==> config.mk <==
export PLATFORM = sky130hd
export DESIGN_NAME = hpd_data_array_flat
export DESIGN_NICKNAME = d
export VERILOG_FILES = /design/src/logic/hpd_pkg.sv /design/src/logic/hpd_pipe_if.sv /design/src/logic/hpd_data_array.sv /design/src/flat_wrapper.sv
export SDC_FILE = /design/constraint.sdc
export NUM_CORES = 2
export LEC_CHECK = 0
export BUFFER_PORTS_ARGS = -buffer_cell sky130_fd_sc_hd__buf_2
export CORE_ASPECT_RATIO = 1.2
export CORE_UTILIZATION = 59
export CTS_BUF_LIST = sky130_fd_sc_hd__clkbuf_4 sky130_fd_sc_hd__clkbuf_8
export CTS_CLUSTER_SIZE = 16
export DETAILED_ROUTE_END_ITERATION = 8
export PLACE_DENSITY = 0.76
export SETUP_SLACK_MARGIN = 0.1
export SYNTH_ARGS = -nofsm -noshare
export SYNTH_HDL_FRONTEND = slang
export SYNTH_SLANG_ARGS = --single-unit
==> constraint.sdc <==
create_clock -name clk_i -period 1.8 [get_ports clk_i]
set_clock_uncertainty 0.15 [all_clocks]
set_input_delay 0.36 -clock clk_i [delete_from_list [all_inputs] [get_ports clk_i]]
set_output_delay 0.36 -clock clk_i [all_outputs]
set_load 0.005 [all_outputs]
==> src/logic/hpd_pkg.sv <==
// Widths, operation codes and request/response structs shared by every scratch store block
package hpd_pkg;

    localparam int HPD_WORD_WIDTH = 64;
    localparam int HPD_BE_WIDTH   = HPD_WORD_WIDTH / 8;
    localparam int HPD_ADDR_WIDTH = 12;
    localparam int HPD_SID_WIDTH  = 3;
    localparam int HPD_TID_WIDTH  = 4;

    typedef logic [HPD_WORD_WIDTH-1:0] hpd_word_t;
    typedef logic [HPD_BE_WIDTH-1:0]   hpd_be_t;

    // Code 2'b11 is unused and decodes as unsupported
    typedef enum logic [1:0] {
        LOAD  = 2'b00,
        STORE = 2'b01,
        AMO   = 2'b10
    } hpd_op_e;

    // Core request with a byte address
    typedef struct packed {
        logic [HPD_ADDR_WIDTH-1:0] addr;
        hpd_word_t                 wdata;
        hpd_be_t                   be;
        hpd_op_e                   op;
        logic [HPD_SID_WIDTH-1:0]  sid;
        logic [HPD_TID_WIDTH-1:0]  tid;
        logic                      need_rsp;
    } hpd_req_t;

    // Core response
    typedef struct packed {
        hpd_word_t                 rdata;
        logic [HPD_SID_WIDTH-1:0]  sid;
        logic [HPD_TID_WIDTH-1:0]  tid;
        logic                      error;
    } hpd_rsp_t;

endpackage
==> src/logic/hpd_pipe_if.sv <==
// Stage-to-stage interfaces carrying decoded operations into the array and results out of it
interface hpd_exec_if #(
    parameter int DEPTH = 64
);
    import hpd_pkg::*;

    localparam int IDX_W = (DEPTH > 1) ? $clog2(DEPTH) : 1;

    logic                     valid;
    logic                     is_load;
    logic                     is_store;
    logic [IDX_W-1:0]         index;
    hpd_word_t                wdata;
    hpd_be_t                  be;
    logic [HPD_SID_WIDTH-1:0] sid;
    logic [HPD_TID_WIDTH-1:0] tid;
    logic                     rsp_req;
    logic                     error;

    modport master (
        output valid, is_load, is_store, index, wdata, be, sid, tid, rsp_req, error
    );

    modport slave (
        input  valid, is_load, is_store, index, wdata, be, sid, tid, rsp_req, error
    );

endinterface

interface hpd_result_if;
    import hpd_pkg::*;

    // One-cycle strobe per response
    logic     valid;
    hpd_rsp_t rsp;

    modport master (
        output valid, rsp
    );

    modport slave (
        input  valid, rsp
    );

endinterface

==> src/logic/hpd_data_array.sv <==
// Word storage that applies byte-enabled stores and returns load data one cycle later
module hpd_data_array #(
    parameter int DEPTH = 64
) (
    input  logic         clk_i,
    input  logic         rst_n_i,
    hpd_exec_if.slave    exec_i,
    hpd_result_if.master result_o
);
    import hpd_pkg::*;

    localparam int BYTE_W = HPD_WORD_WIDTH / HPD_BE_WIDTH;

    hpd_word_t mem_q [DEPTH];

    // Store lands on the strobe edge, so a load right behind it sees the new word
    always_ff @(posedge clk_i) begin
        if (exec_i.valid && exec_i.is_store) begin
            for (int b = 0; b < HPD_BE_WIDTH; b++) begin
                if (exec_i.be[b]) begin
                    mem_q[exec_i.index][BYTE_W*b +: BYTE_W] <= exec_i.wdata[BYTE_W*b +: BYTE_W];
                end
            end
        end
    end

    // Strobe only for operations that expect an answer
    always_ff @(posedge clk_i or negedge rst_n_i) begin
        if (!rst_n_i) begin
            result_o.valid <= 1'b0;
        end else begin
            result_o.valid <= exec_i.valid && exec_i.rsp_req;
        end
    end

    always_ff @(posedge clk_i) begin
        if (exec_i.valid) begin
            result_o.rsp.rdata <= exec_i.is_load ? mem_q[exec_i.index] : '0;
            result_o.rsp.sid   <= exec_i.sid;
            result_o.rsp.tid   <= exec_i.tid;
            result_o.rsp.error <= exec_i.error;
        end
    end

endmodule

==> src/flat_wrapper.sv <==
// flat-port wrapper written by rule: the top's interface ports become plain ports
module hpd_data_array_flat import hpd_pkg::*;
#(
    parameter int DEPTH = 64
)
  (clk_i, rst_n_i, exec_i_valid, exec_i_is_load, exec_i_is_store, exec_i_index, exec_i_wdata, exec_i_be, exec_i_sid, exec_i_tid, exec_i_rsp_req, exec_i_error, result_o_valid, result_o_rsp);
  hpd_exec_if #(.DEPTH(DEPTH)) exec_i_i ();
  hpd_result_if result_o_i ();
  input  logic clk_i;
  input  logic rst_n_i;
  input wire logic [$bits(exec_i_i.valid)-1:0] exec_i_valid;
  input wire logic [$bits(exec_i_i.is_load)-1:0] exec_i_is_load;
  input wire logic [$bits(exec_i_i.is_store)-1:0] exec_i_is_store;
  input wire logic [$bits(exec_i_i.index)-1:0] exec_i_index;
  input wire logic [$bits(exec_i_i.wdata)-1:0] exec_i_wdata;
  input wire logic [$bits(exec_i_i.be)-1:0] exec_i_be;
  input wire logic [$bits(exec_i_i.sid)-1:0] exec_i_sid;
  input wire logic [$bits(exec_i_i.tid)-1:0] exec_i_tid;
  input wire logic [$bits(exec_i_i.rsp_req)-1:0] exec_i_rsp_req;
  input wire logic [$bits(exec_i_i.error)-1:0] exec_i_error;
  output wire logic [$bits(result_o_i.valid)-1:0] result_o_valid;
  output wire logic [$bits(result_o_i.rsp)-1:0] result_o_rsp;
  assign exec_i_i.valid = exec_i_valid;
  assign exec_i_i.is_load = exec_i_is_load;
  assign exec_i_i.is_store = exec_i_is_store;
  assign exec_i_i.index = exec_i_index;
  assign exec_i_i.wdata = exec_i_wdata;
  assign exec_i_i.be = exec_i_be;
  assign exec_i_i.sid = exec_i_sid;
  assign exec_i_i.tid = exec_i_tid;
  assign exec_i_i.rsp_req = exec_i_rsp_req;
  assign exec_i_i.error = exec_i_error;
  assign result_o_valid = result_o_i.valid;
  assign result_o_rsp = result_o_i.rsp;
  hpd_data_array #(.DEPTH(DEPTH)) u_core (.clk_i(clk_i), .rst_n_i(rst_n_i), .exec_i(exec_i_i), .result_o(result_o_i));
endmodule
==> results.toml <==
[cts]
numCtsBuffers = 601
numClockSinks = 4169
tritoncts = "built"
clkLatencyLatePin_ps = 1100
htree_num_levels = 6
clkTransAtPathRegs_ps = 70
clockRootBuffer = "clkbuf_8"
cts_buffer_depth = 4

[floorplanning]
die_area_sq_um = 271000
core_sq_um = 267000
initial_utilization_pct = 59.3
die_h_um = 570
io_pins = 165
row_count = 208
dieWidth_um = 475

[routing]
detail_route.wl_per_cell_um = 32.8
dr.pass1.iters = 7
drc = 0
drt_iter0_drc = 16600
wirelength_um = 490000
antenna_left = 0
vias = 104000
via_per_inst = 6.96

[worst_setup_path]
path_buf_inv = 1
end_kind = "output pin"
start_kind = "register"
critPathKind = "reg -> out"
arrival_ps = 2070
crit_path_max_incr_delay_ps = 750
slowest_stage = "edfxtp_1"
cp_data_required_time_ps = 1290
worst-path-max-fanout = 1
crit_family = "flip-flops"
crit_chain = "buf_2"

[place]
hpwl_um = 314000
dpl.cell_count = 13800
globalplace.congestion = 0.953
portBuffers = 164
dpl-instance-area_sq_um = 178000

[global_route]
grt_max_degree = 68
track_usage_pct = 35.3
grt_pass1_wl_um = 691000
use_met3_pct = 9.12
grt_use_met1_pct = 44.4
antenna_found_initial = 30
met2_usage_pct = 55.4
grt_overflow_total = 0
busiest_layer = "met2"
grt_pass1_vias = 102000

[sta]
worst_pin_slew_ps = 892
final_hold_viol_count = 0
finalWorstSetupSlack_ps = -782
max_freq_ghz = 0.387
finalSetupViolCount = 137
grt_setup_unrepaired = "yes"
fin_crit_sh_pct = 143
fin_crit_ps = 2580
slew_viol_final = 0
relSlewSlack_pct = 40.6

[yosys]
syn_avg_cell_area_sq_um = 17.1
synth_seq_area_share_pct = 79.0
synth_edf_count = 4168
synth_cell_types = 56
synth-seq-cells = 4169
synthCells = 9249
synth_ff_type = "edfxtp_1"
synth_area_sq_um = 158000
syn_nets = 9341
postSynth.asyncResetShare_pct = 0.0240
yosysWarnings = 0

[layout]
finalNetCount = 11000
layout_common_cells = "edfxtp_1 (4168), buf_4 (1219), clkbuf_8 (618)"
fin_util_pct = 72.7
syn_to_final_growth_pct = 22.7
drive_gt1_share_pct = 31.3
final_cell_area_sq_um = 194000
mostFrequentLayoutCell = "edfxtp_1"
instances_no_fill = 14900

[power]
cellPowerDensity_nw_per_um2 = 1010
power.total_mw = 196
p_leak_nw = 64.2
peakVddDrop_v = 0.000644

[job]
maxCapViolations = 0

[outcome]
status = "finished, violations left"
violations = "setup timing"

[worst_hold_path]
min_path_type = "in -> reg"
==> layout make-up <==
type / instances / area (sq um)
fill: 14600 / 72900
clock inverter: 253 / 1670
timing repair buffer: 1813 / 17700
antenna: 19 / 47.5
multi-input combinational: 4315 / 35400
tap: 3570 / 4470
inverter: 3 / 26.3
clock buffer: 800 / 9870
sequential: 4169 / 125000
==> routing by layer <==
metal	vias to the layer above	wire (um)
li1	42000	-
met1	51600	162000
met2	8661	231000
met3	1666	62800
met4	28	33800
met5	-	200
==> report_power, final <==
group          switching [mW]  total (mW)  internal [mW]
combinational            9.21        14.3           5.13
clock                    35.5        73.8           38.3
sequential              0.304         107            107
==> through the flow <==
step | worst slack (ps) | TNS (ps) | hold slack (ps)
2_1_floorplan | -734 | -2475350 | -85.6
5_1_grt | -830 | -55740 | 75.4
6_report | -782 | -51180 | 80.8
3_3_place_gp | -1530 | -3442880 | -16.0
3_5_place_dp | -1520 | -3538390 | -14.4
4_1_cts | -795 | -52820 | 11.6
==> registers in the layout (all words and copies together) (netlist names) <==
signal,cells
u_core.mem_q,4096
u_core.result_o.rsp,72
u_core.result_o.valid,1
==> synthesized netlist by cell type, types with 5 or more instances <==
cell | count | area share (%)
a221oi_1 | 739 | 4.1
a21oi_1 | 204 | 0.64
a22oi_1 | 616 | 2.9
o211ai_1 | 34 | 0.16
a211oi_1 | 78 | 0.37
nor2_1 | 695 | 1.6
buf_1 | 80 | 0.19
o311ai_0 | 16 | 0.088
mux2_1 | 29 | 0.21
o311ai_1 | 12 | 0.066
o31a_1 | 34 | 0.19
mux2_2 | 87 | 0.62
nand2b_1 | 5 | 0.020
nor2b_1 | 7 | 0.028
nand3_1 | 36 | 0.11
o22ai_1 | 359 | 1.4
mux4_2 | 16 | 0.23
nand2_1 | 201 | 0.48
clkbuf_1 | 543 | 1.3
o41a_1 | 29 | 0.21
a221o_1 | 110 | 0.69
o21ai_0 | 177 | 0.56
a22o_1 | 260 | 1.4
o221ai_1 | 33 | 0.18
and3_1 | 10 | 0.039
nor3_1 | 105 | 0.33
buf_2 | 118 | 0.37
o21ai_1 | 96 | 0.30
mux2i_1 | 289 | 1.8
edfxtp_1 | 4168 | 79
buf_4 | 17 | 0.081
==> cell families after synthesis <==
| kind of cell | share of synthesized area [%] |
|---|---|
| AOI/OAI and AO/OA | 13.4 |
| buffers and inverters | 1.96 |
| DFF | 79.0 |
| muxes | 2.88 |
| and+or+nand+nor | 2.77 |
==> path summary, 6_finish.rpt <==
path	start	end	slack, ps	depth (start not counted)
setup / recovery	u_core.result_o.rsp[38]	result_o_rsp[38]	-780	1
hold / removal	exec_i_be[5]	u_core.mem_q[1][42]	80	5
setup reg to reg	u_core.mem_q[5][0]	u_core.result_o.rsp[8]	-430	7
hold reg to reg	u_core.mem_q[11][44]	u_core.result_o.rsp[52]	660	3
max in group asynchronous	rst_n_i	u_core.result_o.valid	780	4
min in group asynchronous	rst_n_i	u_core.result_o.valid	620	4
==> timing repair <==
action | in CTS | in global routing
endpoints found under the setup margin | 278 | 943
hold buffers | 96 | 2
hold endpoints to repair | 4356 | 8
resized for setup | 506 | 276
setup buffers | 0 | 6
pin swaps | 205 | 151
Note: power is estimated with default switching activity, not from simulation.
