**src/logic/hpd_pkg.sv**
```systemverilog
// Widths, operation codes and request/response structs shared by every scratch store block
package hpd_pkg;

    localparam int HPD_WORD_WIDTH = 64;
    localparam int HPD_BE_WIDTH   = HPD_WORD_WIDTH / 8;
    localparam int HPD_ADDR_WIDTH = 12;
    localparam int HPD_SID_WIDTH  = 3;
    localparam int HPD_TID_WIDTH  = 4;

    typedef logic [HPD_WORD_WIDTH-1:0] hpd_word_t;
    typedef logic [HPD_BE_WIDTH-1:0]   hpd_be_t;

    // Code 2'b11 is unused and decodes as unsupported
    typedef enum logic [1:0] {
        LOAD  = 2'b00,
        STORE = 2'b01,
        AMO   = 2'b10
    } hpd_op_e;

    // Core request with a byte address
    typedef struct packed {
        logic [HPD_ADDR_WIDTH-1:0] addr;
        hpd_word_t                 wdata;
        hpd_be_t                   be;
        hpd_op_e                   op;
        logic [HPD_SID_WIDTH-1:0]  sid;
        logic [HPD_TID_WIDTH-1:0]  tid;
        logic                      need_rsp;
    } hpd_req_t;

    // Core response
    typedef struct packed {
        hpd_word_t                 rdata;
        logic [HPD_SID_WIDTH-1:0]  sid;
        logic [HPD_TID_WIDTH-1:0]  tid;
        logic                      error;
    } hpd_rsp_t;

endpackage
```
**src/logic/hpd_pipe_if.sv**
```systemverilog


interface hpd_result_if;
    import hpd_pkg::*;

    // One-cycle strobe per response
    logic     valid;
    hpd_rsp_t rsp;

    modport master (
        output valid, rsp
    );

    modport slave (
        input  valid, rsp
    );

endinterface

```
**src/logic/hpd_rsp_route.sv**
```systemverilog
// Registers the response and steers its valid to the requester named by the source id
module hpd_rsp_route #(
    parameter int NREQUESTERS = 3
) (
    input  logic                   clk_i,
    input  logic                   rst_n_i,
    hpd_result_if.slave            result_i,
    output logic [NREQUESTERS-1:0] core_rsp_valid_o,
    output hpd_pkg::hpd_rsp_t      core_rsp_o [NREQUESTERS]
);
    import hpd_pkg::*;

    logic     rsp_valid_q;
    hpd_rsp_t rsp_q;

    always_ff @(posedge clk_i or negedge rst_n_i) begin
        if (!rst_n_i) begin
            rsp_valid_q <= 1'b0;
        end else begin
            rsp_valid_q <= result_i.valid;
        end
    end

    always_ff @(posedge clk_i) begin
        if (result_i.valid) begin
            rsp_q <= result_i.rsp;
        end
    end

    // Payload on all ports and valid on the matching one only
    always_comb begin
        for (int i = 0; i < NREQUESTERS; i++) begin
            core_rsp_valid_o[i] = rsp_valid_q && (int'(rsp_q.sid) == i);
            core_rsp_o[i]       = rsp_q;
        end
    end

endmodule

```
**src/flat_wrapper.sv**
```systemverilog
// flat-port wrapper written by rule: the top's interface ports become plain ports
module hpd_rsp_route_flat import hpd_pkg::*;
#(
    parameter int NREQUESTERS = 3
)
  (clk_i, rst_n_i, core_rsp_valid_o, core_rsp_o, result_i_valid, result_i_rsp);
  hpd_result_if result_i_i ();
  input  logic clk_i;
  input  logic rst_n_i;
  output logic [NREQUESTERS-1:0] core_rsp_valid_o;
  output hpd_pkg::hpd_rsp_t core_rsp_o[NREQUESTERS];
  input wire logic [$bits(result_i_i.valid)-1:0] result_i_valid;
  input wire logic [$bits(result_i_i.rsp)-1:0] result_i_rsp;
  assign result_i_i.valid = result_i_valid;
  assign result_i_i.rsp = result_i_rsp;
  hpd_rsp_route #(.NREQUESTERS(NREQUESTERS)) u_core (.clk_i(clk_i), .rst_n_i(rst_n_i), .result_i(result_i_i), .core_rsp_valid_o(core_rsp_valid_o), .core_rsp_o(core_rsp_o));
endmodule
```
**config.mk**
```make
export PLATFORM = sky130hd
export DESIGN_NAME = hpd_rsp_route_flat
export DESIGN_NICKNAME = d
export VERILOG_FILES = /design/src/logic/hpd_pkg.sv /design/src/logic/hpd_pipe_if.sv /design/src/logic/hpd_rsp_route.sv /design/src/flat_wrapper.sv
export SDC_FILE = /design/constraint.sdc
export NUM_CORES = 1
export LEC_CHECK = 0
export BUFFER_PORTS_ARGS = -buffer_cell sky130_fd_sc_hd__buf_2
export CORE_ASPECT_RATIO = 0.7
export CORE_MARGIN = 1.5
export CORE_UTILIZATION = 30
export CTS_CLUSTER_DIAMETER = 40
export DETAILED_ROUTE_END_ITERATION = 8
export PLACE_DENSITY = 0.69
export SETUP_SLACK_MARGIN = 0.3
export SKIP_CTS_REPAIR_TIMING = 1
export SYNTH_ARGS = -nofsm -noshare
export SYNTH_HDL_FRONTEND = slang
export SYNTH_SLANG_ARGS = --single-unit
```
**constraint.sdc**
```tcl
create_clock -name clk_i -period 0.9 [get_ports clk_i]
set_input_delay 0.09 -clock clk_i [delete_from_list [all_inputs] [get_ports clk_i]]
set_output_delay 0.09 -clock clk_i [all_outputs]
set_load 0.02 [all_outputs]
```
==> results of run 1 <==
[state kept, by name (all words and copies together) (netlist names)]
name,cells
u_core.rsp_valid_q,1
u_core.core_rsp_o,72
[cell type report]
class	count	share of cell area
Timing Repair Buffer	299	0.513
Multi-Input combinational cell	3	0.00878
Clock inverter	6	0.0108
Clock buffer	9	0.0405
Sequential cell	73	0.393
Tap cell	148	0.0333
[power by group through the flow]
stage	registers, mW	clock network (mW)	logic [mW]
finish	4.44	3.47	2.87
global route	4.48	3.71	2.97
CTS	4.27	3.57	2.01
detailed placement	4.33	0	2.01
global placement	4.31	0	2.01
floorplan	4.73	0	1.68
[worst paths after layout]
path / slack (ns) / end / from / cells past startpoint
worst min-delay path: -0.06 / u_core.core_rsp_o[33] / result_i_rsp[33] / 1
min in group asynchronous: 0.08 / u_core.rsp_valid_q / rst_n_i / 2
max in group asynchronous: 0.73 / u_core.rsp_valid_q / rst_n_i / 2
worst max-delay path: -0.47 / core_rsp_valid_o[0] / u_core.core_rsp_o[7] / 2
[cells by family after synthesis]
family,Yosys count
buffers and inverters,144
flip-flops,73
AND/OR/NAND/NOR,3
[metrics by stage]
stage	setup slack [ns]	setup TNS, ns	cells
4_1_cts	-0.535	-29.83	535
5_1_grt	-0.518	-42.07	538
3_3_place_gp	-0.129	-0.369	520
2_1_floorplan	-0.170	-0.489	220
6_report	-0.470	-33.73	538
3_5_place_dp	-0.177	-0.487	520
[per-layer routing]
| layer | wire (um) | GRT usage | part of all wire |
|---|---|---|---|
| met5 | 0 | 0 | 0 |
| met4 | 69 | 0.0421 | 0.0078 |
| met3 | 702 | 0.0421 | 0.079 |
| met2 | 5270 | 0.234 | 0.59 |
| met1 | 2830 | 0.115 | 0.32 |
[Yosys cell counts, drive strengths merged]
cell type,number,share of area
nor4b,1,0.0045
edfxtp,72,0.65
buf,144,0.33
dfrtp,1,0.0076
and4bb,2,0.0076
[cells in the final DEF, fill, tap and decap left out]
| master | instances |
|---|---|
| and4bb_2 | 2 |
| buf_12 | 2 |
| buf_2 | 80 |
| buf_4 | 8 |
| buf_6 | 208 |
| bufinv_16 | 1 |
| clkbuf_16 | 9 |
| clkinv_2 | 3 |
| clkinvlp_4 | 2 |
| dfrtp_1 | 1 |
| dlygate4sd3_1 | 1 |
| edfxtp_1 | 72 |
| nor4b_4 | 1 |
==> flow_metrics.env, run 1 <==
export IMPL_grt_max_degree=38
export IMPL_dieArea_sq_mm=0.0117
export IMPL_synthAdderAreaFrac=0
export IMPL_finalWeightedCongestion=0.721
export IMPL_synth_compound_area_frac=0
export IMPL_synth_area_sq_mm=0.00331
export IMPL_crit_buf_inv=1
export IMPL_final_nets=461
export IMPL_cp_required_ns=0.81
export IMPL_maxSlewViolCount=0
export IMPL_power_clock_fraction=0.321
export IMPL_seq_area_sq_mm=0.00219
export IMPL_cp_cell_sequence="nor4b_4 > buf_4"
export IMPL_hold_viol_final=72
export IMPL_synth_cells=220
export IMPL_arrival_ns=1.28
export IMPL_drcViolationCount=0
export IMPL_diodes=0
export IMPL_totalWireLength_um=8870
export IMPL_max_cap_viol_count=0
export IMPL_core_area_sq_mm=0.0106
export IMPL_drive_above_1_share=0.810
export IMPL_clk_pin_slew_ns=0.06
export IMPL_start_util=0.314
export IMPL_numClockSinks=73
export IMPL_clockBufferDepth=2
export IMPL_synth_nets=295
export IMPL_cts_tree="yes"
export IMPL_die_y_um=90.9
export IMPL_drt_iter0_drc=80
export IMPL_min_period_over_period=1.52
export IMPL_swShare=0.291
export IMPL_cp_slowest_cell="edfxtp_1"
export IMPL_ir_worst_vdd_v=0.00104
export IMPL_power_switching_mw=3.13
export IMPL_p_int_mw=7.65
export IMPL_h_tree_depth=3
export IMPL_ios=294
export IMPL_worst_slew_pin_slew_ns=0.255
export IMPL_p_per_area_mw_per_mm2=1940
export IMPL_avgSynthCellArea_sq_um=15.0
export IMPL_critPathMaxFanout=5
export IMPL_hpwl_um=5920
export IMPL_grt_use_total=0.120
export IMPL_synth_simple_area_share=0.0121
export IMPL_ant_nets=0
export IMPL_overflow=0
export IMPL_dr_pass1_iters=4
export IMPL_finalSetupViolCount=219
export IMPL_worst_setup_path_end_kind="primary output"
export IMPL_slew_headroom=0.830
export IMPL_holdCritPathClass="input port to register"
export IMPL_synth_top_family_by_area="buffers and inverters"
export IMPL_comb_power_share=0.267
export IMPL_synth_seq_cells=73
export IMPL_synthXorXnorAreaFrac=0
export IMPL_finalPower_mw=10.8
export IMPL_ys_seq_area_frac=0.661
export IMPL_cts_made_buffers=9
export IMPL_dr_total_vias=2125
export IMPL_yosysWarnings=0
export IMPL_outcome="finished with violations"
export IMPL_start_kind="register"
export IMPL_root_buffer="clkbuf_16"
export IMPL_synth_cell_types=5
export IMPL_antenna_found_initial=0
export IMPL_violations="hold timing, setup timing"
export IMPL_clock_fmax_ghz=0.730
export IMPL_p_seq_frac=0.412
export IMPL_placed_area_sq_mm=0.00394
export IMPL_critPathTopFamily="flip-flops"
export IMPL_synthMuxAreaShare=0
export IMPL_critical_path_max_stage_delay_ns=0.47
export IMPL_multi_input_area_sq_um=48.8
export IMPL_grt_pass1_vias=1909
export IMPL_fin_ws_ns=-0.470
export IMPL_final_core_util=0.527
export IMPL_leakagePower_nw=2.50
export IMPL_grt_first_pass_wirelength_um=10300
export IMPL_die_w_um=129
export IMPL_rsz0062_at_grt="yes"
export IMPL_std_cell_rows=31
export IMPL_finalInstanceArea_sq_mm=0.00556
export IMPL_period_needed_ns=1.37
export IMPL_via_per_inst=3.95
export IMPL_hold_ws_ns=-0.0642
export IMPL_fillerInstances=869
export IMPL_wl_per_cell_um=16.5
export IMPL_syn2layout_area_growth_pct=68.0
export IMPL_critPathKind="register to primary output"
export IMPL_numPortBuffers=293
(Power assumes the default switching activity.)
==> run 2: changes to the inputs <==
--- a/config.mk
+++ b/config.mk
@@ -6,12 +6,14 @@
 export NUM_CORES = 1
 export LEC_CHECK = 0
 export BUFFER_PORTS_ARGS = -buffer_cell sky130_fd_sc_hd__buf_2
+export CELL_PAD_IN_SITES_DETAIL_PLACEMENT = 1
+export CELL_PAD_IN_SITES_GLOBAL_PLACEMENT = 1
 export CORE_ASPECT_RATIO = 0.7
 export CORE_MARGIN = 1.5
-export CORE_UTILIZATION = 30
+export CORE_UTILIZATION = 27
 export CTS_CLUSTER_DIAMETER = 40
 export DETAILED_ROUTE_END_ITERATION = 8
-export PLACE_DENSITY = 0.69
+export PLACE_DENSITY = 0.83
 export SETUP_SLACK_MARGIN = 0.3
 export SKIP_CTS_REPAIR_TIMING = 1
 export SYNTH_ARGS = -nofsm -noshare
==> flow_metrics.env, run 2 (same netlist as run 1, synthesis figures left out) <==
export IMPL_final_nets=464
export IMPL_start_util=0.280
export IMPL_hpwl_um=6670
export IMPL_holdCritPathClass="input port to register"
export IMPL_cp_cell_sequence="nor4b_4 > buf_4"
export IMPL_grt_pass1_vias=1980
export IMPL_rsz0062_at_grt="yes"
export IMPL_numClockSinks=73
export IMPL_dr_total_vias=2138
export IMPL_cp_required_ns=0.81
export IMPL_root_buffer="clkbuf_16"
export IMPL_holdPathStages=1
export IMPL_power_clock_fraction=0.315
export IMPL_h_tree_depth=3
export IMPL_ant_nets=0
export IMPL_p_per_area_mw_per_mm2=1920
export IMPL_post_place_ws_ns=-0.139
export IMPL_finalWeightedCongestion=0.678
export IMPL_layout_commonest_cell="buf_6"
export IMPL_antenna_found_initial=0
export IMPL_hold_viol_final=72
export IMPL_comb_power_share=0.275
export IMPL_std_cell_rows=33
export IMPL_syn2layout_area_growth_pct=70.3
export IMPL_dieArea_sq_mm=0.0129
export IMPL_ir_worst_vdd_v=0.00126
export IMPL_clockBufferDepth=2
export IMPL_violations="hold timing, setup timing"
export IMPL_grt_use_total=0.112
export IMPL_largest_reg_flops=72
export IMPL_power_switching_mw=3.11
export IMPL_numPortBuffers=293
export IMPL_finalPower_mw=10.8
export IMPL_worst_setup_path_end_kind="primary output"
export IMPL_layout_common_cells="buf_6 (218), buf_2 (77), edfxtp_1 (72), clkbuf_16 (9), buf_4 (4)"
export IMPL_ios=294
export IMPL_min_period_over_period=1.57
export IMPL_clk_pin_slew_ns=0.06
export IMPL_final_core_util=0.477
export IMPL_drt_iter0_drc=41
export IMPL_grt_max_degree=39
export IMPL_diodes=0
export IMPL_overflow=0
export IMPL_clock_fmax_ghz=0.709
export IMPL_slew_headroom=0.847
export IMPL_totalWireLength_um=10200
export IMPL_critPathKind="register to primary output"
export IMPL_arrival_ns=1.32
export IMPL_dr_pass1_iters=4
export IMPL_finalSetupViolCount=219
export IMPL_drcViolationCount=0
export IMPL_maxSlewViolCount=0
export IMPL_fillerInstances=1171
export IMPL_p_int_mw=7.70
export IMPL_wl_per_cell_um=18.6
export IMPL_hold_ws_ns=-0.0623
export IMPL_cp_slowest_cell="edfxtp_1"
export IMPL_period_needed_ns=1.41
export IMPL_start_kind="register"
export IMPL_swShare=0.288
export IMPL_die_y_um=95.6
export IMPL_outcome="finished with violations"
export IMPL_worst_slew_pin_slew_ns=0.228
export IMPL_grt_first_pass_wirelength_um=10500
export IMPL_max_cap_viol_count=0
export IMPL_fin_ws_ns=-0.511
export IMPL_critical_path_max_stage_delay_ns=0.47
export IMPL_leakagePower_nw=2.53
export IMPL_cts_made_buffers=9
export IMPL_die_w_um=135
export IMPL_p_seq_frac=0.411
export IMPL_cts_tree="yes"
export IMPL_critPathMaxFanout=5
export IMPL_core_area_sq_mm=0.0118
export IMPL_via_per_inst=3.88
export IMPL_drive_above_1_share=0.802
run 2: changes by cell type in the layout (fill, tap and decap cells not counted), sizes merged:
cell / previous run / this run
clkbuf: 9 / 12
buf: 298 / 301
clkinvlp: 2 / 0
run 2: critical path, delay by kind of cell, from the launching register on:
family	cells	cell delay, ns
flip-flops	1	0.47
buffers and inverters	1	0.19
AND/OR/NAND/NOR	1	0.34
run 2: area by class of cell:
type | instances | area, sq um | area share
Sequential cell | 73 | 2190 | 0.388
Multi-Input combinational cell | 3 | 48.8 | 0.00866
Clock inverter | 4 | 43.8 | 0.00777
Timing Repair Buffer | 302 | 2920 | 0.518
Clock buffer | 12 | 236 | 0.0420
Tap cell | 157 | 196 | 0.0349
run 2: final timing paths:
| kind | from | end | slack [ns] |
|---|---|---|---|
| setup / recovery | u_core.core_rsp_o[5] | core_rsp_valid_o[0] | -0.51 |
| min in group asynchronous | rst_n_i | u_core.rsp_valid_q | 0.08 |
| hold / removal | result_i_rsp[18] | u_core.core_rsp_o[18] | -0.06 |
| max in group asynchronous | rst_n_i | u_core.rsp_valid_q | 0.73 |
run 2: routing by layer:
metal	vias up	GRT usage	share of wire
li1	938	-	-
met1	1047	0.110	0.31
met2	147	0.209	0.58
met3	6	0.0473	0.099
met4	0	0.0457	0.0070
met5	-	0	0
run 2: power groups by stage:
stage	sequential [mW]	combinational [mW]	clock (mW)
final	4.44	2.97	3.40
after detailed placement	4.32	2.05	0
after CTS	4.26	2.05	3.50
after global routing	4.48	3.08	3.66
after floorplan	4.73	1.68	0
after global placement	4.30	2.03	0
run 2: metrics by stage:
stage | cell area [sq um] | setup TNS (ns) | std cells
after floorplan | 3850 | -0.489 | 220
after global placement | 3960 | -0.291 | 530
after detailed placement | 3960 | -0.403 | 530
after CTS | 4240 | -29.24 | 546
after global routing | 5630 | -43.26 | 551
final | 5630 | -34.68 | 551
