## src/logic/hpd_pkg.sv

```systemverilog
// Widths, operation codes and request/response structs shared by every scratch store block
package hpd_pkg;

    localparam int HPD_WORD_WIDTH = 64;
    localparam int HPD_BE_WIDTH   = HPD_WORD_WIDTH / 8;
    localparam int HPD_ADDR_WIDTH = 12;
    localparam int HPD_SID_WIDTH  = 3;
    localparam int HPD_TID_WIDTH  = 4;

    typedef logic [HPD_WORD_WIDTH-1:0] hpd_word_t;
    typedef logic [HPD_BE_WIDTH-1:0]   hpd_be_t;

    // Code 2'b11 is unused and decodes as unsupported
    typedef enum logic [1:0] {
        LOAD  = 2'b00,
        STORE = 2'b01,
        AMO   = 2'b10
    } hpd_op_e;

    // Core request with a byte address
    typedef struct packed {
        logic [HPD_ADDR_WIDTH-1:0] addr;
        hpd_word_t                 wdata;
        hpd_be_t                   be;
        hpd_op_e                   op;
        logic [HPD_SID_WIDTH-1:0]  sid;
        logic [HPD_TID_WIDTH-1:0]  tid;
        logic                      need_rsp;
    } hpd_req_t;

    // Core response
    typedef struct packed {
        hpd_word_t                 rdata;
        logic [HPD_SID_WIDTH-1:0]  sid;
        logic [HPD_TID_WIDTH-1:0]  tid;
        logic                      error;
    } hpd_rsp_t;

endpackage
```

## src/logic/hpd_pipe_if.sv

```systemverilog
// Stage-to-stage interfaces carrying decoded operations into the array and results out of it
interface hpd_exec_if #(
    parameter int DEPTH = 64
);
    import hpd_pkg::*;

    localparam int IDX_W = (DEPTH > 1) ? $clog2(DEPTH) : 1;

    logic                     valid;
    logic                     is_load;
    logic                     is_store;
    logic [IDX_W-1:0]         index;
    hpd_word_t                wdata;
    hpd_be_t                  be;
    logic [HPD_SID_WIDTH-1:0] sid;
    logic [HPD_TID_WIDTH-1:0] tid;
    logic                     rsp_req;
    logic                     error;

    modport master (
        output valid, is_load, is_store, index, wdata, be, sid, tid, rsp_req, error
    );

    modport slave (
        input  valid, is_load, is_store, index, wdata, be, sid, tid, rsp_req, error
    );

endinterface


```

## src/logic/hpd_req_decode.sv

```systemverilog
// Registers the granted request and decodes it into word index, operation class and events
module hpd_req_decode #(
    parameter int DEPTH = 64
) (
    input  logic              clk_i,
    input  logic              rst_n_i,
    input  logic              valid_i,
    input  hpd_pkg::hpd_req_t req_i,
    hpd_exec_if.master        exec_o,
    output logic              evt_read_req_o,
    output logic              evt_write_req_o,
    output logic              evt_error_o
);
    import hpd_pkg::*;

    localparam int OFFS_W  = $clog2(HPD_BE_WIDTH);
    localparam int WADDR_W = HPD_ADDR_WIDTH - OFFS_W;
    localparam int IDX_W   = (DEPTH > 1) ? $clog2(DEPTH) : 1;

    logic [WADDR_W-1:0] word_addr;
    logic               out_of_range;
    logic               op_error;
    logic               op_load;
    logic               op_store;
    logic               rsp_req;

    assign word_addr    = req_i.addr[HPD_ADDR_WIDTH-1:OFFS_W];
    assign out_of_range = int'(word_addr) >= DEPTH;

    // AMO and the spare code are unsupported
    assign op_error = out_of_range || !(req_i.op inside {LOAD, STORE});
    assign op_load  = (req_i.op == LOAD) && !op_error;
    assign op_store = (req_i.op == STORE) && !op_error;
    assign rsp_req  = op_load || op_error || (op_store && req_i.need_rsp);

    always_ff @(posedge clk_i or negedge rst_n_i) begin
        if (!rst_n_i) begin
            exec_o.valid    <= 1'b0;
            evt_read_req_o  <= 1'b0;
            evt_write_req_o <= 1'b0;
            evt_error_o     <= 1'b0;
        end else begin
            exec_o.valid    <= valid_i;
            evt_read_req_o  <= valid_i && op_load;
            evt_write_req_o <= valid_i && op_store;
            evt_error_o     <= valid_i && op_error;
        end
    end

    always_ff @(posedge clk_i) begin
        if (valid_i) begin
            exec_o.is_load  <= op_load;
            exec_o.is_store <= op_store;
            exec_o.index    <= word_addr[IDX_W-1:0];
            exec_o.wdata    <= req_i.wdata;
            exec_o.be       <= req_i.be;
            exec_o.sid      <= req_i.sid;
            exec_o.tid      <= req_i.tid;
            exec_o.rsp_req  <= rsp_req;
            exec_o.error    <= op_error;
        end
    end

endmodule

```

## src/flat_wrapper.sv

```systemverilog
// flat-port wrapper written by rule: the top's interface ports become plain ports
module hpd_req_decode_flat import hpd_pkg::*;
#(
    parameter int DEPTH = 64
)
  (clk_i, rst_n_i, valid_i, req_i, evt_read_req_o, evt_write_req_o, evt_error_o, exec_o_valid, exec_o_is_load, exec_o_is_store, exec_o_index, exec_o_wdata, exec_o_be, exec_o_sid, exec_o_tid, exec_o_rsp_req, exec_o_error);
  hpd_exec_if #(.DEPTH(DEPTH)) exec_o_i ();
  input  logic clk_i;
  input  logic rst_n_i;
  input  logic valid_i;
  input  hpd_pkg::hpd_req_t req_i;
  output logic evt_read_req_o;
  output logic evt_write_req_o;
  output logic evt_error_o;
  output wire logic [$bits(exec_o_i.valid)-1:0] exec_o_valid;
  output wire logic [$bits(exec_o_i.is_load)-1:0] exec_o_is_load;
  output wire logic [$bits(exec_o_i.is_store)-1:0] exec_o_is_store;
  output wire logic [$bits(exec_o_i.index)-1:0] exec_o_index;
  output wire logic [$bits(exec_o_i.wdata)-1:0] exec_o_wdata;
  output wire logic [$bits(exec_o_i.be)-1:0] exec_o_be;
  output wire logic [$bits(exec_o_i.sid)-1:0] exec_o_sid;
  output wire logic [$bits(exec_o_i.tid)-1:0] exec_o_tid;
  output wire logic [$bits(exec_o_i.rsp_req)-1:0] exec_o_rsp_req;
  output wire logic [$bits(exec_o_i.error)-1:0] exec_o_error;
  assign exec_o_valid = exec_o_i.valid;
  assign exec_o_is_load = exec_o_i.is_load;
  assign exec_o_is_store = exec_o_i.is_store;
  assign exec_o_index = exec_o_i.index;
  assign exec_o_wdata = exec_o_i.wdata;
  assign exec_o_be = exec_o_i.be;
  assign exec_o_sid = exec_o_i.sid;
  assign exec_o_tid = exec_o_i.tid;
  assign exec_o_rsp_req = exec_o_i.rsp_req;
  assign exec_o_error = exec_o_i.error;
  hpd_req_decode #(.DEPTH(DEPTH)) u_core (.clk_i(clk_i), .rst_n_i(rst_n_i), .valid_i(valid_i), .req_i(req_i), .exec_o(exec_o_i), .evt_read_req_o(evt_read_req_o), .evt_write_req_o(evt_write_req_o), .evt_error_o(evt_error_o));
endmodule
```

## config.mk

```make
export PLATFORM = sky130hd
export DESIGN_NAME = hpd_req_decode_flat
export DESIGN_NICKNAME = d
export VERILOG_FILES = /design/src/logic/hpd_pkg.sv /design/src/logic/hpd_pipe_if.sv /design/src/logic/hpd_req_decode.sv /design/src/flat_wrapper.sv
export SDC_FILE = /design/constraint.sdc
export NUM_CORES = 1
export LEC_CHECK = 0
export BUFFER_PORTS_ARGS = -buffer_cell sky130_fd_sc_hd__buf_4
export CORE_UTILIZATION = 35
export DETAILED_ROUTE_END_ITERATION = 8
export PLACE_DENSITY = 0.69
export SETUP_SLACK_MARGIN = 0.05
export SYNTH_ARGS = -nofsm -noshare
export SYNTH_HDL_FRONTEND = slang
export SYNTH_SLANG_ARGS = --single-unit
export TNS_END_PERCENT = 1
```

## constraint.sdc

```tcl
create_clock -name clk_i -period 0.8 [get_ports clk_i]
set_input_delay 0.12 -clock clk_i [delete_from_list [all_inputs] [get_ports clk_i]]
set_output_delay 0.12 -clock clk_i [all_outputs]
set_load 0.005 [all_outputs]
```

==> out/qor.tcl, run 1 <==
set qor(initial_antenna_violation_count) 0
set qor(synthesis.area_per_instance_um2) 28.1
set qor(p_leak_nw) 2.40
set qor(core_area_mm2) 0.00781
set qor(switchingPower_mw) 2.45
set qor(first_iter_violations) 184
set qor(run_status) {finished with violations}
set qor(die-height_um) 92.1
set qor(clock_tree_from_tritoncts) {yes}
set qor(drt-vias-per-instance) 4.39
set qor(critPathTopFamily) {flip-flops}
set qor(layout.cells.most_common) {sky130_fd_sc_hd__buf_4}
set qor(critical_path.n_buffers_inverters) 1
set qor(antennaDiodeCount) 0
set qor(critPathSlowestCell) {sky130_fd_sc_hd__edfxtp_1}
set qor(yosys.area.top_type_share) 0.941
set qor(grt_use_total) 0.201
set qor(sum_of_negative_setup_slack_ps) -18810
set qor(area_growth_pct) 100
set qor(power_dens_cells_mw_per_mm2) 1910
set qor(postSynthCellCount) 101
set qor(post_route_cells_drive_above_1_share) 0.534
set qor(grt_overflow_total) 0
set qor(cts.sinks) 93
set qor(met1Wirelength_um) 3180
set qor(synth_sequential_area_ratio) 0.976
set qor(n_fill_cell) 439
set qor(clock_power_share) 0.311
set qor(power_frac_seq) 0.542
set qor(global_route_wire_length_before_repair_um) 12100
set qor(cts_root_buffer) {sky130_fd_sc_hd__clkbuf_8}
set qor(setup-violations-final) 93
set qor(timing.critical_path.arrival_ps) 960
set qor(relSlewSlack) 0.812
set qor(setup.worst_path.end) {exec_o_wdata[46]}
set qor(cts_bufs_inserted) 9
set qor(share_comb_of_total_power) 0.147
set qor(p_int_mw) 8.45
set qor(number_of_hold_slack_violations_in_the_final_timing_report) 0
set qor(worstPathRequired_ps) 680
set qor(drcViolationCount) 0
set qor(detail_route.first_pass.iterations) 4
set qor(met2_wirelength_um) 5230
set qor(power_mw) 10.9
set qor(fp.dieW_um) 92.1
set qor(startpoint_type) {flip-flop}
set qor(crit_type) {reg -> out}
set qor(final_replace_weighted_congestion) 0.704
set qor(crit_fanout) 1
set qor(met3_wirelength_um) 775
set qor(worstSetupPathDepth) 1
set qor(clkSlewWorstSetupHoldPaths_ps) 100
set qor(worstPathCellList) {buf_6}
set qor(leading_post_synthesis_cells_by_cell_area) {sky130_fd_sc_hd__edfxtp_1 (94%), sky130_fd_sc_hd__dfrtp_1 (3.5%), sky130_fd_sc_hd__nor4_4 (0.75%), sky130_fd_sc_hd__and2_1 (0.44%), sky130_fd_sc_hd__nor3b_2 (0.44%)}
set qor(timing.critical_path.slowest_cell_delay_ps) 460
set qor(synth_top_area_cell) {sky130_fd_sc_hd__edfxtp_1}
set qor(synth_nets) 198
set qor(finalWirelength_um) 9350
set qor(antenna_violating_nets_left) 0
set qor(synth_seq_cells) 93
set qor(hold_slack_ps) 44.0
set qor(post_layout_inst_area_mm2) 0.00569
set qor(top_layer_used) {met4}
set qor(dp.final_hpwl_um) 5120
set qor(port_buffers) 186
set qor(floorplan.io_pins) 190
set qor(synth_area_mm2) 0.00284
set qor(dieArea_mm2) 0.00848
set qor(final-seq-area_mm2) 0.00277
set qor(finalCritPeriodShare) 1.34
set qor(rsz0062_at_grt) {yes}
set qor(layout_nets) 487
set qor(violations_in_the_final_reports) {negative setup slack}
set qor(final_max_slew_viol_count) 0
set qor(fin_ws_ps) -276
set qor(avgRoutedWirePerCell_um) 18.8
set qor(initial_core_util) 0.364
set qor(floorplan.rows) 32
set qor(fin_crit_ps) 1080
set qor(synthDistinctLibCells) 9
set qor(worst_slew_pin_slew_ps) 280
set qor(placedInstanceArea_mm2) 0.00444
set qor(cts_max_path_buffers) 2
set qor(num_vias) 2181
set qor(grt_max_degree) 30
set qor(swShare) 0.225
set qor(worstSetupEndpointType) {primary output}
set qor(worst_ir_drop_vdd_v) 0.00112
set qor(post-cts-setup-buffers) 0
set qor(first_global_vias) 2181
set qor(cts.htree.levels) 3
set qor(most_used_cells_in_the_layout_excluding_fill_and_tap_cells) {sky130_fd_sc_hd__buf_4 (144), sky130_fd_sc_hd__edfxtp_1 (89), sky130_fd_sc_hd__dlygate4sd3_1 (87)}
set qor(multi_input_comb_area_um2) 65.1
set qor(fmaxAchievable_mhz) 930
set qor(cap_violations) 0
set qor(synthesis.yosys.warnings) 0
set qor(critical_path.startpoint) {u_core.exec_o.wdata[46]}
set qor(worstHoldPathType) {in -> reg}
-- flip-flops by register name (all words and copies together), names as in the netlist, 3 cells and up --
register and cells:
u_core.exec_o.index 6, u_core.exec_o.sid 3, u_core.exec_o.tid 4, u_core.exec_o.wdata 64
u_core.exec_o.be 8
-- worst min path at each step --
stage | startpoint | cells after the start | slack (ps) | to
2_1_floorplan | rst_n_i | 0 | -180 | u_core.evt_error_o
3_3_place_gp | rst_n_i | 1 | -80 | u_core.evt_write_req_o
3_5_place_dp | rst_n_i | 1 | -80 | u_core.evt_write_req_o
4_1_cts | req_i[0] | 2 | 30 | u_core.exec_o.rsp_req
5_1_grt | req_i[0] | 2 | 20 | u_core.exec_o.rsp_req
6_report | req_i[0] | 2 | 40 | u_core.exec_o.rsp_req
-- cells by family after synthesis --
group | count (synthesis) | synth area share
AND/OR/NAND/NOR | 7 | 0.0229
buffers and inverters | 1 | 0.00132
flip-flops | 93 | 0.976
-- metrics by stage --
step                      setup slack [ps]  instances   util
after floorplan                       14.6        101      -
after global placement                -143        394  0.569
after detailed placement              -157        394  0.569
after CTS                             -243        497  0.713
after global routing                  -308        497  0.729
final                                 -276        497  0.729
-- area by class of cell --
class | instances | area share
inverters | 1 | 0.000659
clock inverters | 6 | 0.0136
well taps | 102 | 0.0224
clock buffers | 10 | 0.0242
flip-flops and latches | 93 | 0.487
repair buffers | 278 | 0.441
multi-input cells | 7 | 0.0114
-- per-layer routing --
layer	up-vias	global-route usage
met1	1051	0.218
li1	979	-
met5	-	0
met2	136	0.363
met4	0	0.0716
met3	15	0.0663
-- cells in the mapped netlist --
| master | count |
|---|---|
| sky130_fd_sc_hd__nand3b_1 | 1 |
| sky130_fd_sc_hd__nor4_4 | 1 |
| sky130_fd_sc_hd__inv_2 | 1 |
| sky130_fd_sc_hd__dfrtp_1 | 4 |
| sky130_fd_sc_hd__and2_1 | 2 |
| sky130_fd_sc_hd__and3_2 | 1 |
| sky130_fd_sc_hd__nor3b_2 | 1 |
| sky130_fd_sc_hd__nor2_1 | 1 |
| sky130_fd_sc_hd__edfxtp_1 | 89 |
-- what timing repair did --
item / in CTS / in global routing
gates resized for setup: 10 / 34
endpoints found under the setup margin: 93 / 93
endpoints found under the hold margin: 90 / 0
hold buffers: 87 / 0
-- power groups by stage --
stage	combinational (mW)	clock, mW	sequential [mW]
final	1.60	3.38	5.91
after global routing	1.68	3.63	5.94
after CTS	1.48	3.36	5.85
after detailed placement	1.11	0	5.96
after global placement	1.09	0	5.94
after floorplan	0.0106	0	6.00
Note: power is estimated with default switching activity, not from simulation.
==> inputs of run 2 (changes only) <==
- REMOVE_ABC_BUFFERS: not set -> 1
==> out/qor.tcl, run 2 (synthesized netlist as in run 1, its figures left out) <==
set qor(dieArea_mm2) 0.00848
set qor(fin_crit_ps) 1060
set qor(area_growth_pct) 101
set qor(num_vias) 2220
set qor(most_used_cells_in_the_layout_excluding_fill_and_tap_cells) {sky130_fd_sc_hd__buf_4 (147), sky130_fd_sc_hd__edfxtp_1 (89), sky130_fd_sc_hd__dlygate4sd3_1 (87)}
set qor(die-height_um) 92.1
set qor(p_int_mw) 8.95
set qor(worstSetupEndpointType) {primary output}
set qor(initial_core_util) 0.364
set qor(initial_antenna_violation_count) 2
set qor(first_global_vias) 2347
set qor(worst_ir_drop_vdd_v) 0.00104
set qor(critical_path.startpoint) {u_core.exec_o.wdata[25]}
set qor(cts_bufs_inserted) 9
set qor(fmaxAchievable_mhz) 946
set qor(layout_nets) 486
set qor(fp.dieW_um) 92.1
set qor(worst_slew_pin_slew_ps) 288
set qor(floorplan.rows) 32
set qor(worstPathCellList) {buf_6}
set qor(cts.sinks) 93
set qor(setup-violations-final) 93
set qor(post_route_cells_drive_above_1_share) 0.530
set qor(antenna_violating_nets_left) 0
set qor(worstHoldPathType) {in -> reg}
set qor(violations_in_the_final_reports) {negative setup slack}
set qor(cap_violations) 0
set qor(clock_tree_from_tritoncts) {yes}
set qor(timing.critical_path.arrival_ps) 940
set qor(final_replace_weighted_congestion) 0.728
set qor(layout_top_registers) {u_core.exec_o.wdata x64, u_core.exec_o.be x8, u_core.exec_o.index x6}
set qor(power_frac_seq) 0.523
set qor(crit_type) {reg -> out}
set qor(final_max_slew_viol_count) 0
set qor(cts_root_buffer) {sky130_fd_sc_hd__clkbuf_8}
set qor(clock_power_share) 0.335
set qor(swShare) 0.208
set qor(final-seq-area_mm2) 0.00277
set qor(global_route_wire_length_before_repair_um) 13000
set qor(layout.cells.most_common) {sky130_fd_sc_hd__buf_4}
set qor(min-delay-start) {req_i[9]}
set qor(hold_slack_ps) 41.1
set qor(critical_path.n_buffers_inverters) 1
set qor(worstPathRequired_ps) 680
set qor(crit_fanout) 1
set qor(run_status) {finished with violations}
set qor(worstSetupPathDepth) 1
set qor(drt-vias-per-instance) 4.46
set qor(cts_max_path_buffers) 2
set qor(port_buffers) 186
set qor(core_area_mm2) 0.00781
set qor(critPathTopFamily) {flip-flops}
set qor(multi_input_comb_area_um2) 65.1
set qor(switchingPower_mw) 2.35
set qor(first_iter_violations) 114
set qor(post-route-util) 0.732
set qor(rsz0062_at_grt) {yes}
set qor(clkSlewWorstSetupHoldPaths_ps) 100
set qor(cts.htree.levels) 3
set qor(grt_use_total) 0.219
set qor(avgRoutedWirePerCell_um) 19.6
set qor(relSlewSlack) 0.807
set qor(regMostFlops) {u_core.exec_o.wdata}
set qor(n_fill_cell) 436
set qor(timing.critical_path.slowest_cell_delay_ps) 440
set qor(detail_route.first_pass.iterations) 4
set qor(critPathSlowestCell) {sky130_fd_sc_hd__edfxtp_1}
set qor(finalWirelength_um) 9750
set qor(fin_ws_ps) -257
set qor(share_comb_of_total_power) 0.142
set qor(startpoint_type) {flip-flop}
set qor(number_of_hold_slack_violations_in_the_final_timing_report) 0
set qor(placedInstanceArea_mm2) 0.00445
set qor(power_dens_cells_mw_per_mm2) 1980
set qor(drcViolationCount) 0
set qor(hold_path_depth) 4
set qor(grt_max_degree) 32
set qor(post_layout_inst_area_mm2) 0.00571
set qor(finalCritPeriodShare) 1.32
set qor(p_leak_nw) 2.41
set qor(floorplan.io_pins) 190
set qor(grt_overflow_total) 0
set qor(dp.final_hpwl_um) 5020
set qor(largest_reg_flops) 64
==> run 2: metrics by stage <==
stage	std cells	setup WS [ps]	TNS (ps)	total power [mW]
after floorplan	101	13.3	0	6.01
after global placement	393	-139	-773	7.04
after detailed placement	393	-208	-1020	7.07
after CTS	496	-241	-18910	11.1
after global routing	498	-292	-23330	11.7
final	498	-257	-19170	11.3
==> run 2: layout make-up <==
cell class,instances,share of cell area
diodes,2,0.000876
clock buffers,10,0.0223
clock inverters,6,0.0204
inverters,1,0.000657
multi-input cells,7,0.0114
flip-flops and latches,93,0.485
well taps,102,0.0223
repair buffers,277,0.437
==> run 2: path summary, 6_finish.rpt <==
path	to	slack (ps)
max in group asynchronous	u_core.exec_o.valid	600
setup / recovery	exec_o_wdata[25]	-260
hold / removal	u_core.evt_read_req_o	40
min in group asynchronous	u_core.evt_write_req_o	100
==> run 2: power groups by stage <==
stage	Clock [mW]	Sequential [mW]	Combinational (mW)
floorplan	0	6.00	0.0105
global placement	0	5.94	1.10
detailed placement	0	5.95	1.11
CTS	3.78	5.85	1.48
global route	4.05	5.94	1.68
finish	3.78	5.91	1.60
==> run 2: metal layers <==
layer | vias up | share of wire | global-route usage
li1 | 983 | - | -
met1 | 1060 | 0.34 | 0.226
met2 | 154 | 0.57 | 0.403
met3 | 23 | 0.067 | 0.0655
met4 | 0 | 0.023 | 0.103
met5 | - | 0 | 0
==> run 2: what timing repair did <==
| item | CTS | global route |
|---|---|---|
| endpoints found under the hold margin | 90 | 0 |
| resized for setup | 6 | 33 |
| hold buffers | 87 | 0 |
| setup buffers | 0 | 0 |
| setup endpoints to repair | 93 | 93 |
